--- src/common/calc_consts.svh ---
`ifndef CALC_CONSTS_SVH
`define CALC_CONSTS_SVH

// Datapath and register file
`define CALC_XLEN 32
`define CALC_REG_ADDR_W 5

// Completion pipe depth, stages numbered 0 to 3
`define CALC_STAGES 4

// Stage that each execute pipe merges its result into
`define CALC_INT_STAGE 1
`define CALC_MUL_STAGE 3

// rs1 and rs2
`define CALC_SRC_OPS 2

`endif
--- src/common/calc_pkg.sv ---
`default_nettype none

`include "calc_consts.svh"

package calc_pkg;

  typedef logic [`CALC_XLEN-1:0] data_t;
  typedef logic [`CALC_REG_ADDR_W-1:0] reg_addr_t;

  // Decoded opcode, mul is the only one not run by the ALU
  typedef enum logic [3:0] {
    op_add,
    op_sub,
    op_and,
    op_or,
    op_xor,
    op_sll,
    op_srl,
    op_slt,
    op_mul
  } alu_op_e;

  // Source values may be stale, the bypass fixes them up
  typedef struct packed {
    logic      v;
    alu_op_e   op;
    reg_addr_t rd_addr;
    logic      rd_w_v;
    reg_addr_t rs1_addr;
    reg_addr_t rs2_addr;
    data_t     rs1;
    data_t     rs2;
  } dispatch_pkt_s;

  typedef struct packed {
    logic    v;
    alu_op_e op;
    data_t   rs1;
    data_t   rs2;
  } reservation_s;

  typedef struct packed {
    logic      w_v;
    reg_addr_t rd_addr;
  } stage_tag_s;

  typedef struct packed {
    logic      v;
    reg_addr_t rd_addr;
    data_t     data;
  } wb_pkt_s;

endpackage

`default_nettype wire

--- src/logic/calc_top.sv ---
`default_nettype none

`include "calc_consts.svh"

module calc_top
  (input  logic                    clk_i
   , input  logic                  rst_n_i
   , input  calc_pkg::dispatch_pkt_s dispatch_i
   , input  logic                  flush_i
   , output calc_pkg::wb_pkt_s     wb_o
   );

  import calc_pkg::*;

  stage_tag_s [`CALC_STAGES-1:0]  stage_tags;
  data_t      [`CALC_STAGES-1:0]  fwd_data;
  reg_addr_t  [`CALC_SRC_OPS-1:0] src_addr;
  data_t      [`CALC_SRC_OPS-1:0] rf_data;
  data_t      [`CALC_SRC_OPS-1:0] rs_data;
  reservation_s                   reservation;
  stage_tag_s                     issue_tag;
  logic                           int_v;
  data_t                          int_data;
  logic                           mul_v;
  data_t                          mul_data;

  assign src_addr = {dispatch_i.rs2_addr, dispatch_i.rs1_addr};
  assign rf_data  = {dispatch_i.rs2, dispatch_i.rs1};

  for (genvar i = 0; i < `CALC_SRC_OPS; i++)
    begin : bypass
      operand_bypass u_bypass
        (.src_addr_i(src_addr[i])
         ,.rf_data_i(rf_data[i])
         ,.stage_tags_i(stage_tags)
         ,.fwd_data_i(fwd_data)
         ,.data_o(rs_data[i])
         );
    end

  issue_reg u_issue
    (.clk_i(clk_i)
     ,.rst_n_i(rst_n_i)
     ,.dispatch_i(dispatch_i)
     ,.rs_data_i(rs_data)
     ,.reservation_o(reservation)
     ,.issue_tag_o(issue_tag)
     );

  // 1 cycle latency
  int_alu u_alu
    (.reservation_i(reservation)
     ,.v_o(int_v)
     ,.data_o(int_data)
     );

  // 3 cycle latency
  mul_pipe u_mul
    (.clk_i(clk_i)
     ,.rst_n_i(rst_n_i)
     ,.reservation_i(reservation)
     ,.v_o(mul_v)
     ,.data_o(mul_data)
     );

  completion_pipe u_comp
    (.clk_i(clk_i)
     ,.rst_n_i(rst_n_i)
     ,.flush_i(flush_i)
     ,.issue_tag_i(issue_tag)
     ,.int_v_i(int_v)
     ,.int_data_i(int_data)
     ,.mul_v_i(mul_v)
     ,.mul_data_i(mul_data)
     ,.stage_tags_o(stage_tags)
     ,.fwd_data_o(fwd_data)
     ,.wb_o(wb_o)
     );

endmodule

`default_nettype wire

--- src/logic/completion_pipe.sv ---
`default_nettype none

`include "calc_consts.svh"

module completion_pipe
  (input  logic                                      clk_i
   , input  logic                                    rst_n_i
   , input  logic                                    flush_i
   , input  calc_pkg::stage_tag_s                    issue_tag_i
   , input  logic                                    int_v_i
   , input  calc_pkg::data_t                         int_data_i
   , input  logic                                    mul_v_i
   , input  calc_pkg::data_t                         mul_data_i
   , output calc_pkg::stage_tag_s [`CALC_STAGES-1:0] stage_tags_o
   , output calc_pkg::data_t [`CALC_STAGES-1:0]      fwd_data_o
   , output calc_pkg::wb_pkt_s                       wb_o
   );

  import calc_pkg::*;

  stage_tag_s [`CALC_STAGES-1:0] tag_n;
  stage_tag_s [`CALC_STAGES-1:0] tag_r;
  // No result is ready in stage 0, so data starts at stage 1
  data_t      [`CALC_STAGES-1:1] data_n;
  data_t      [`CALC_STAGES-1:1] data_r;

  // Shift down the pipe and merge results at their fixed stage
  // Single issue with static latencies means merges never collide
  always_comb
    begin
      tag_n[0] = issue_tag_i;
      for (int i = 1; i < `CALC_STAGES; i++)
        begin
          tag_n[i] = tag_r[i-1];
        end

      data_n[1] = '0;
      for (int i = 2; i < `CALC_STAGES; i++)
        begin
          data_n[i] = data_r[i-1];
        end

      data_n[`CALC_INT_STAGE] |= int_v_i ? int_data_i : '0;
      data_n[`CALC_MUL_STAGE] |= mul_v_i ? mul_data_i : '0;

      // Flush kills everything short of writeback
      for (int i = 0; i < `CALC_STAGES; i++)
        begin
          tag_n[i].w_v &= ~flush_i;
        end
    end

  always_ff @(posedge clk_i)
    begin
      if (!rst_n_i)
        begin
          for (int i = 0; i < `CALC_STAGES; i++)
            begin
              tag_r[i].w_v <= 1'b0;
            end
        end
      else
        begin
          tag_r  <= tag_n;
          data_r <= data_n;
        end
    end

  for (genvar i = 0; i < `CALC_STAGES; i++)
    begin : fwd
      assign stage_tags_o[i] = tag_r[i];
      // Forward what is about to land in the next stage
      if (i < `CALC_STAGES-1)
        begin : next_stage
          assign fwd_data_o[i] = data_n[i+1];
        end
      else
        begin : last_stage
          assign fwd_data_o[i] = data_r[i];
        end
    end

  assign wb_o = '{v: tag_r[`CALC_STAGES-1].w_v, rd_addr: tag_r[`CALC_STAGES-1].rd_addr,
                  data: data_r[`CALC_STAGES-1]};

endmodule

`default_nettype wire

--- src/logic/issue_reg.sv ---
`default_nettype none

`include "calc_consts.svh"

module issue_reg
  (input  logic                                     clk_i
   , input  logic                                   rst_n_i
   , input  calc_pkg::dispatch_pkt_s                dispatch_i
   , input  calc_pkg::data_t [`CALC_SRC_OPS-1:0]     rs_data_i
   , output calc_pkg::reservation_s                 reservation_o
   , output calc_pkg::stage_tag_s                   issue_tag_o
   );

  import calc_pkg::*;

  logic    v_r;
  alu_op_e op_r;
  data_t   rs1_r;
  data_t   rs2_r;

  always_ff @(posedge clk_i)
    begin
      if (!rst_n_i)
        begin
          v_r <= 1'b0;
        end
      else
        begin
          v_r <= dispatch_i.v;
        end
    end

  // Operands already carry the bypassed values
  always_ff @(posedge clk_i)
    begin
      op_r  <= dispatch_i.op;
      rs1_r <= rs_data_i[0];
      rs2_r <= rs_data_i[1];
    end

  assign reservation_o = '{v: v_r, op: op_r, rs1: rs1_r, rs2: rs2_r};

  // Tag that enters completion stage 0 on the same edge
  assign issue_tag_o.w_v     = dispatch_i.v && dispatch_i.rd_w_v && (dispatch_i.rd_addr != '0);
  assign issue_tag_o.rd_addr = dispatch_i.rd_addr;

endmodule

`default_nettype wire

--- src/logic/operand_bypass.sv ---
`default_nettype none

`include "calc_consts.svh"

module operand_bypass
  (input  calc_pkg::reg_addr_t                      src_addr_i
   , input  calc_pkg::data_t                        rf_data_i
   , input  calc_pkg::stage_tag_s [`CALC_STAGES-1:0] stage_tags_i
   , input  calc_pkg::data_t [`CALC_STAGES-1:0]      fwd_data_i
   , output calc_pkg::data_t                        data_o
   );

  logic [`CALC_STAGES-1:0] match;

  // Stages never hold w_v for x0, so x0 always reads the register file
  for (genvar i = 0; i < `CALC_STAGES; i++)
    begin : stage_match
      assign match[i] = stage_tags_i[i].w_v
                        && (stage_tags_i[i].rd_addr == src_addr_i);
    end

  // Walk from oldest to youngest so the lowest matching stage wins
  always_comb
    begin
      data_o = rf_data_i;
      for (int i = `CALC_STAGES-1; i >= 0; i--)
        begin
          if (match[i])
            begin
              data_o = fwd_data_i[i];
            end
        end
    end

endmodule

`default_nettype wire

--- src/exec/mul_pipe.sv ---
`default_nettype none

`include "calc_consts.svh"

module mul_pipe
  (input  logic                   clk_i
   , input  logic                 rst_n_i
   , input  calc_pkg::reservation_s reservation_i
   , output logic                 v_o
   , output calc_pkg::data_t      data_o
   );

  import calc_pkg::*;

  localparam int half = `CALC_XLEN/2;

  logic            v1_r;
  logic            v2_r;
  data_t           part_lo_r;
  logic [half-1:0] part_hi_r;
  data_t           prod_r;

  always_ff @(posedge clk_i)
    begin
      if (!rst_n_i)
        begin
          v1_r <= 1'b0;
          v2_r <= 1'b0;
        end
      else
        begin
          v1_r <= reservation_i.v && (reservation_i.op == op_mul);
          v2_r <= v1_r;
        end
    end

  // First cycle splits rs2 into halves, the upper half only matters below bit 32
  always_ff @(posedge clk_i)
    begin
      part_lo_r <= reservation_i.rs1 * data_t'(reservation_i.rs2[half-1:0]);
      part_hi_r <= reservation_i.rs1[half-1:0] * reservation_i.rs2[`CALC_XLEN-1:half];
      prod_r    <= part_lo_r + {part_hi_r, {half{1'b0}}};
    end

  assign v_o    = v2_r;
  assign data_o = prod_r;

endmodule

`default_nettype wire

--- src/exec/int_alu.sv ---
`default_nettype none

`include "calc_consts.svh"

module int_alu
  (input  calc_pkg::reservation_s reservation_i
   , output logic                 v_o
   , output calc_pkg::data_t      data_o
   );

  import calc_pkg::*;

  localparam int shamt_w = $clog2(`CALC_XLEN);

  data_t              a;
  data_t              b;
  logic [shamt_w-1:0] shamt;

  assign a     = reservation_i.rs1;
  assign b     = reservation_i.rs2;
  assign shamt = b[shamt_w-1:0];

  always_comb
    begin
      case (reservation_i.op)
        op_add:  data_o = a + b;
        op_sub:  data_o = a - b;
        op_and:  data_o = a & b;
        op_or:   data_o = a | b;
        op_xor:  data_o = a ^ b;
        op_sll:  data_o = a << shamt;
        op_srl:  data_o = a >> shamt;
        op_slt:  data_o = data_t'($signed(a) < $signed(b));
        default: data_o = '0;
      endcase
    end

  // Multiplies belong to the other pipe
  assign v_o = reservation_i.v && (reservation_i.op != op_mul);

endmodule

`default_nettype wire

--- config.mk ---
export PLATFORM = sky130hd
export DESIGN_NAME = calc_top
export DESIGN_NICKNAME = d
export VERILOG_FILES = /design/src/common/calc_pkg.sv /design/src/logic/calc_top.sv /design/src/logic/completion_pipe.sv /design/src/logic/issue_reg.sv /design/src/logic/operand_bypass.sv /design/src/exec/mul_pipe.sv /design/src/exec/int_alu.sv
export VERILOG_INCLUDE_DIRS = /design/src /design/src/common
export SDC_FILE = /design/constraint.sdc
export NUM_CORES = 2
export LEC_CHECK = 0
export BUFFER_PORTS_ARGS = -buffer_cell sky130_fd_sc_hd__buf_2
export CAP_MARGIN = 20
export CORE_MARGIN = 2
export CORE_UTILIZATION = 47
export CTS_CLUSTER_SIZE = 14
export DETAILED_ROUTE_END_ITERATION = 6
export PLACE_DENSITY_LB_ADDON = 0.15
export REMOVE_ABC_BUFFERS = 1
export SLEW_MARGIN = 25
export SYNTH_ARGS = -nofsm -noshare
export SYNTH_HDL_FRONTEND = slang
export SYNTH_SLANG_ARGS = --single-unit
--- constraint.sdc ---
create_clock -name clk_i -period 6.35 [get_ports clk_i]
set_input_delay 1.27 -clock clk_i [delete_from_list [all_inputs] [get_ports clk_i]]
set_output_delay 1.27 -clock clk_i [all_outputs]
set_load 0.02 [all_outputs]
Word level (Yosys, flattened, before mapping)
Index checks and enable logic that the tools add are counted.
{"block": "totals", "word_cells": 79, "reg_bits": 271, "input_bits": 88}
{"block": "classes", "n_eq_ne": 17, "shift": 2, "n_mul": 2, "mux": 11, "n_lt_le_gt_ge": 1, "n_addsub": 3, "reduce_logical": 14, "n_bitwise": 9}
{"operator": "$mux W32", "count": 10}
{"operator": "$pmux W32 S8", "count": 1}
{"operator": "$add A32 B32 Y32", "count": 2}
{"operator": "$or A32 B32 Y32", "count": 2}
{"operator": "$eq A5 B5 Y1", "count": 8}
{"operator": "$and A32 B32 Y32", "count": 1}
{"operator": "$lt A32 B32 Y1", "count": 1}
{"operator": "$mul A32 B16 Y32", "count": 1}
{"operator": "$shl A32 B5 Y32", "count": 1}
{"operator": "$shr A32 B5 Y32", "count": 1}
{"operator": "$sub A32 B32 Y32", "count": 1}
{"operator": "$xor A32 B32 Y32", "count": 1}
{"operator": "$eq A4 B3 Y1 const B", "count": 4}
{"operator": "$mul A16 B16 Y16", "count": 1}
{"operator": "$logic_and A1 B1 Y1", "count": 12}
{"operator": "$eq A4 B2 Y1 const B", "count": 2}
{"operator": "$reduce_bool A5 Y1", "count": 1}
{"operator": "$and A1 B1 Y1", "count": 4}
{"operator": "$eq A4 B1 Y1 const B", "count": 1}
{"operator": "$eq A4 B4 Y1 const B", "count": 1}
{"operator": "$logic_not A4 Y1", "count": 1}
{"operator": "$ne A4 B4 Y1 const B", "count": 1}
{"operator": "$not A1 Y1", "count": 1}

Depth between registers and ports, before layout
{"block": "depth", "word_depth": 6, "ltp_mapped": 27}

Cells and area by module
From an unflattened synthesis, not the netlist that was laid out.
{"block": "hier_totals", "cells_unflattened": 4165, "area_unflattened_um2": 36361.1}
{"module": "mul_pipe", "area_per_inst_um2": 17832.1, "cells_per_inst": 2007, "n_inst": 1}
{"module": "int_alu", "area_per_inst_um2": 8308.0, "cells_per_inst": 1255, "n_inst": 1}
{"module": "completion_pipe", "area_per_inst_um2": 4968.5, "cells_per_inst": 311, "n_inst": 1}
{"module": "operand_bypass", "area_per_inst_um2": 1901.8, "cells_per_inst": 257, "n_inst": 2}
{"module": "issue_reg", "area_per_inst_um2": 1448.9, "cells_per_inst": 78, "n_inst": 1}

Worst setup path after synthesis
No wires, ideal clock.
{"block": "synth_timing", "path_kind": "register to register", "from": "reg u_issue.rs2_r[1]", "to": "reg u_mul.part_lo_r[30]", "arrival_ps": 6732, "stages_incl_launch_ff": 25, "setup_slack_ps": -500, "setup_time_ps": 118, "path_cell_list": "dfxtp_1 > buf_2 > buf_1 > clkbuf_1 > buf_1 > nand2_1 > fa_1 > fa_1 > fa_1 > fa_1 > inv_1 > fa_1 > fa_1 > ha_1 > clkbuf_1 > nand3_1 > nor2_1 > a21oi_1 > a211oi_1 > nand2_1 > o311ai_1 > nand2_1 > o2111ai_1 > a21oi_1 > xnor2_1"}
{"block": "synth_between", "elab_chain_cells": 1}
{"element": "start, declared", "line": "issue_reg.sv:19", "rtl": "data_t rs2_r;"}
{"element": "start signal, assigned", "line": "issue_reg.sv:38", "rtl": "rs2_r <= rs_data_i[1];"}
{"element": "$mul A32 B16 Y32", "line": "mul_pipe.sv:40", "rtl": "part_lo_r <= reservation_i.rs1 * data_t'(reservation_i.rs2[half-1:0]);"}
{"element": "end signal, assigned", "line": "mul_pipe.sv:40"}
{"element": "end, declared", "line": "mul_pipe.sv:19", "rtl": "data_t part_lo_r;"}
No other way between the ends.
A chain may end at the register's enable or synchronous reset.

Worst setup path in the final report
{"block": "layout_timing", "from": "reg u_issue.rs2_r[6]", "to": "reg u_mul.part_lo_r[30]"}
Same word-level chain as after synthesis.

==> summary.md <==
| Metric | Value |
|---|---|
| Leading area contributor after synthesis | fa_1 |
| Non-Filler Instances | ~5k |
| EDFF count, synth | about 120 |
| Overall routing resource usage | around 35% |
| Post-synth top area share | around 23% |
| CTS tree | built |
| R2R Path End | u_mul.part_lo_r[30]$_DFF_P_ |
| Cell family with most CP delay | adder cells |
| I/O Buffers | about 130 |
| Ys flop type | dfxtp_1 |
| Starting density of the core | between 40 and 50% |
| Most used cells in the layout excluding fill and tap cells | 568 x inv_1, 443 x nand2_1, 438 x nor2_1 |
| Row count | 98 |
| DP Cell Count | around 5k |
| Seq/Total Area, Yosys | between 10% and 20% |
| Avg WL per Cell | roughly 26 um |
| Hold_buf cts | 0 |
| Hold endpoint | u_mul.data_o[11]$_DFF_P_ |
| Clock latency at the later pin of the worst-skew pair | ~0.6 ns |
| Cell Area, Synth | between 30000 and 40000 um2 |
| Layout cells sized above 1 | 13.2% |
| HPWL after detailed placement | approximately 110000 um |
| H-tree levels | 2 |
| CP dominant cell by count | fa_1 |
| Post-Synth Simple-Gate Area | 13.9% |
| Mux contribution to synthesized area | 6.19% |
| Area delta synth->final | 10.5% |
| Worst path arrival time | between 6 and 7 ns |
| Starting DRT DRC Count | 3214 |
| Chip Width | ~270 um |
| Peak fanout along the critical path | 6 |
| Crit path cell chain | clkinvlp_4 -> buf_4 -> buf_4 -> nor2_1 -> fa_1 -> inv_1 -> fa_1 -> fa_1 -> fa_1 -> inv_1 -> fa_1 -> fa_1 -> ha_4 -> nand3_1 -> nor2_1 -> a21oi_2 -> a211oi_2 -> buf_4 -> nand2_2 -> o311ai_4 -> nand2_2 -> o2111ai_2 -> a21oi_1 -> xnor2_1 |
| Yosys cell types | 90 |
| Worst-path clk slew | ~0.06 ns |
| R2R Setup Slk | about 0.18 ns |
| Leak | about 17 nW |
| Asr flop ratio synth | 0% |
| Syn Area/Cell | roughly 8.6 um2 |
| Largest net degree at the start of global routing | 74 |
| Post-synthesis xor/xnor area fraction | around 4.3% |
| CP startpoint kind | register |
| Final Max Tran Viols | 0 |
| First-pass GRT wire length | roughly 190000 um |
| Antenna violations before repair | 8 |
| Final TNS setup | 0 ns |
| Max Cap Viol | 0 |
| Final antenna-violating net count | 0 |
| PnR Total Power | 0.0201 W |
| Tcrit/Tclk final | between 90% and 100% |
| PD cells | between 500 and 600 nW/um2 |
| DRC viols | 6 |
| Final setup vio count | 0 |
| Max frequency | 0.162 GHz |
| Gp weighted congestion | around 1.1 |
| Top post-synthesis cells by area | fa_1 23%, edfxtp_1 10%, dfxtp_1 9.1% |
| Clock Skew | 0.0483 ns |
| Via Count | 29.6k |
| Max Root-Sink Buffers | 3 |
| Compound-Gate Fraction of Synth Area | roughly 15% |
| Minimum clock period | approximately 6 ns |
| Leading cell type in the layout, fill and taps excluded | inv_1 |
| Clk root buf | clkbuf_16 |
| Adder-cell share of the synthesized area | just over 30% |
| Die H | between 200 and 300 um |
| Number of vias per cell | 5.90 |
| Ports | about 130 |
| RSZ-0062 raised after global routing | true |
| Worst IR drop on VDD | 0.00145 V |
| Slew headroom | 29.2% |
| Fin util | a little over half |
| CP endpoint kind | register |
| Main combinational cell family by area after synthesis | adder cells |
| Syn Inst Count | just under 4k |
| Hold Path Origin | u_mul.part_lo_r[11]$_DFF_P_ |
| CTS sink count | about 270 |
| Die ar. | 74600 um2 |
| Final net count | 4748 |
| Grt ovf | 0 |
| Max stage delay on crit path | roughly 0.55 ns |
| CTS Buf Count | 35 |
| Status | finished with violations |
| Worst r2r path cells | 24 |
| Buf+Inv Stages, Crit Path | 6 |
| Final WL | roughly 130000 um |
| Crit-path slowest cell | fa_1 |
| DRT Pass-1 Iters | 7 |
| Reg-to-Reg Start | u_issue.rs2_r[6]$_DFF_P_ |
| Final Hold Viols | 0 |
| Vias in the first global route | approximately 29k |
| Actual slew at the worst max-slew pin | around 1.1 ns |
| Hold Path Stages | 0 |
| Min-delay worst type | reg2reg |
| Warnings, synthesis | 0 |
| Core Region | 71600 um2 |
| Yosys reg bits | about 270 |
| Failing checks | DRC |
| Critical path type | reg2reg |
| Req. time, crit path | approximately 7 ns |
[flip-flops by register name, summed over array words and instances (netlist names)]
register / flops
u_mul.part_lo_r: 32
u_mul.v1_r: 1
u_comp.data_r: 32
u_mul.part_hi_r: 16
u_mul.data_o: 32
u_issue.rs1_r: 32
u_comp.fwd_data_o: 64
u_comp.stage_tags_o: 24
u_issue.op_r: 4
u_mul.v_o: 1
u_issue.v_r: 1
u_issue.rs2_r: 32
[how the worst max path moves through the flow]
stage	start	end	cells after the start
after floorplan	u_issue.rs2_r[2]$_DFF_P_	u_mul.part_lo_r[31]$_DFF_P_	21
after global placement	u_issue.rs2_r[4]$_DFF_P_	u_mul.part_lo_r[30]$_DFF_P_	22
after detailed placement	u_issue.rs1_r[7]$_DFF_P_	u_mul.part_lo_r[30]$_DFF_P_	22
after CTS	u_issue.rs1_r[7]$_DFF_P_	u_mul.part_lo_r[30]$_DFF_P_	24
after global routing	u_issue.rs2_r[6]$_DFF_P_	u_mul.part_lo_r[30]$_DFF_P_	24
final	u_issue.rs2_r[6]$_DFF_P_	u_mul.part_lo_r[30]$_DFF_P_	24
[synthesized netlist by cell type (17+ instances only)]
| library cell | instances |
|---|---|
| dfxtp_1 | 155 |
| nor4_1 | 18 |
| a211oi_1 | 127 |
| a31oi_1 | 18 |
| a21o_1 | 73 |
| buf_2 | 28 |
| nand2_1 | 445 |
| mux2i_1 | 107 |
| and3_1 | 17 |
| mux4_2 | 42 |
| fa_1 | 387 |
| edfxtp_1 | 116 |
| nor3_1 | 52 |
| inv_1 | 570 |
| o21ai_0 | 118 |
| nor2b_1 | 20 |
| xnor2_1 | 102 |
| a21oi_1 | 192 |
| a22oi_1 | 22 |
| clkbuf_1 | 150 |
| nand3_1 | 42 |
| nor2_1 | 441 |
| o21ai_1 | 19 |
| xor2_1 | 64 |
| buf_4 | 41 |
| buf_1 | 42 |
| ha_1 | 226 |
[cells by family (layout without fill, tap and decap cells)]
kind of cell / Yosys count / in the layout
AND/OR/NAND/NOR: 1117 / 1117
buffers and inverters: 868 / 1000
AO/OA/AOI/OAI: 750 / 750
adder cells (fa/ha/maj): 613 / 613
flip-flops: 271 / 271
XOR/XNOR: 166 / 166
multiplexers: 157 / 157
other: 0 / 2
[repair_timing]
item	in CTS	in global routing
setup buffers	0	9
pin swaps	0	5
gates resized for setup	4	43
setup endpoints to repair	7	11
cloned	0	0
[worst register-to-register path, stage by stage, from the launching register on]
cell and delay (ns):
dfxtp_2 0.36, clkinvlp_4 0.19, buf_4 0.19, buf_4 0.13
nor2_1 0.12, fa_1 0.43, inv_1 0.08, fa_1 0.44
fa_1 0.42, fa_1 0.49, inv_1 0.05, fa_1 0.55
fa_1 0.45, ha_4 0.32, nand3_1 0.07, nor2_1 0.12
a21oi_2 0.11, a211oi_2 0.28, buf_4 0.16, nand2_2 0.12
o311ai_4 0.44, nand2_2 0.12, o2111ai_2 0.21, a21oi_1 0.10
xnor2_1 0.13
[layer usage]
| metal | vias to the layer above | share of wire, % | global-route usage [%] |
|---|---|---|---|
| met5 | - | 0.026 | 0 |
| met4 | 6 | 3.9 | 11.8 |
| met3 | 238 | 10 | 8.89 |
| met2 | 1442 | 44 | 52.8 |
| met1 | 14800 | 42 | 49.9 |
| li1 | 13200 | - | - |
[per-stage QoR]
| stage | worst slack (ns) | area [um2] | hold WS (ns) |
|---|---|---|---|
| after floorplan | -2.00 | 32600 | 0.310 |
| after global placement | -0.273 | 36200 | 0.310 |
| after detailed placement | -0.383 | 36200 | 0.312 |
| after CTS | 0.00905 | 37400 | 0.326 |
| after global routing | -0.0323 | 37600 | 0.327 |
| final | 0.178 | 37600 | 0.323 |
[final cells by class]
class	count	area (um2)
diodes	2	5.00
clock buffers	48	976
clock inverters	16	189
fillers	6845	34000
inverters	588	2220
multi-input cells	2803	24000
flip-flops and latches	271	6620
well taps	950	1190
repair buffers	348	2410
[report_power, final]
group          internal, W  switching (W)  leakage, nW
Clock              0.00121       0.000860        0.575
Combinational      0.00684        0.00858         14.3
Sequential         0.00236       0.000274         2.48
Total               0.0104        0.00971         17.4
Power figures use the tool's default switching activity.
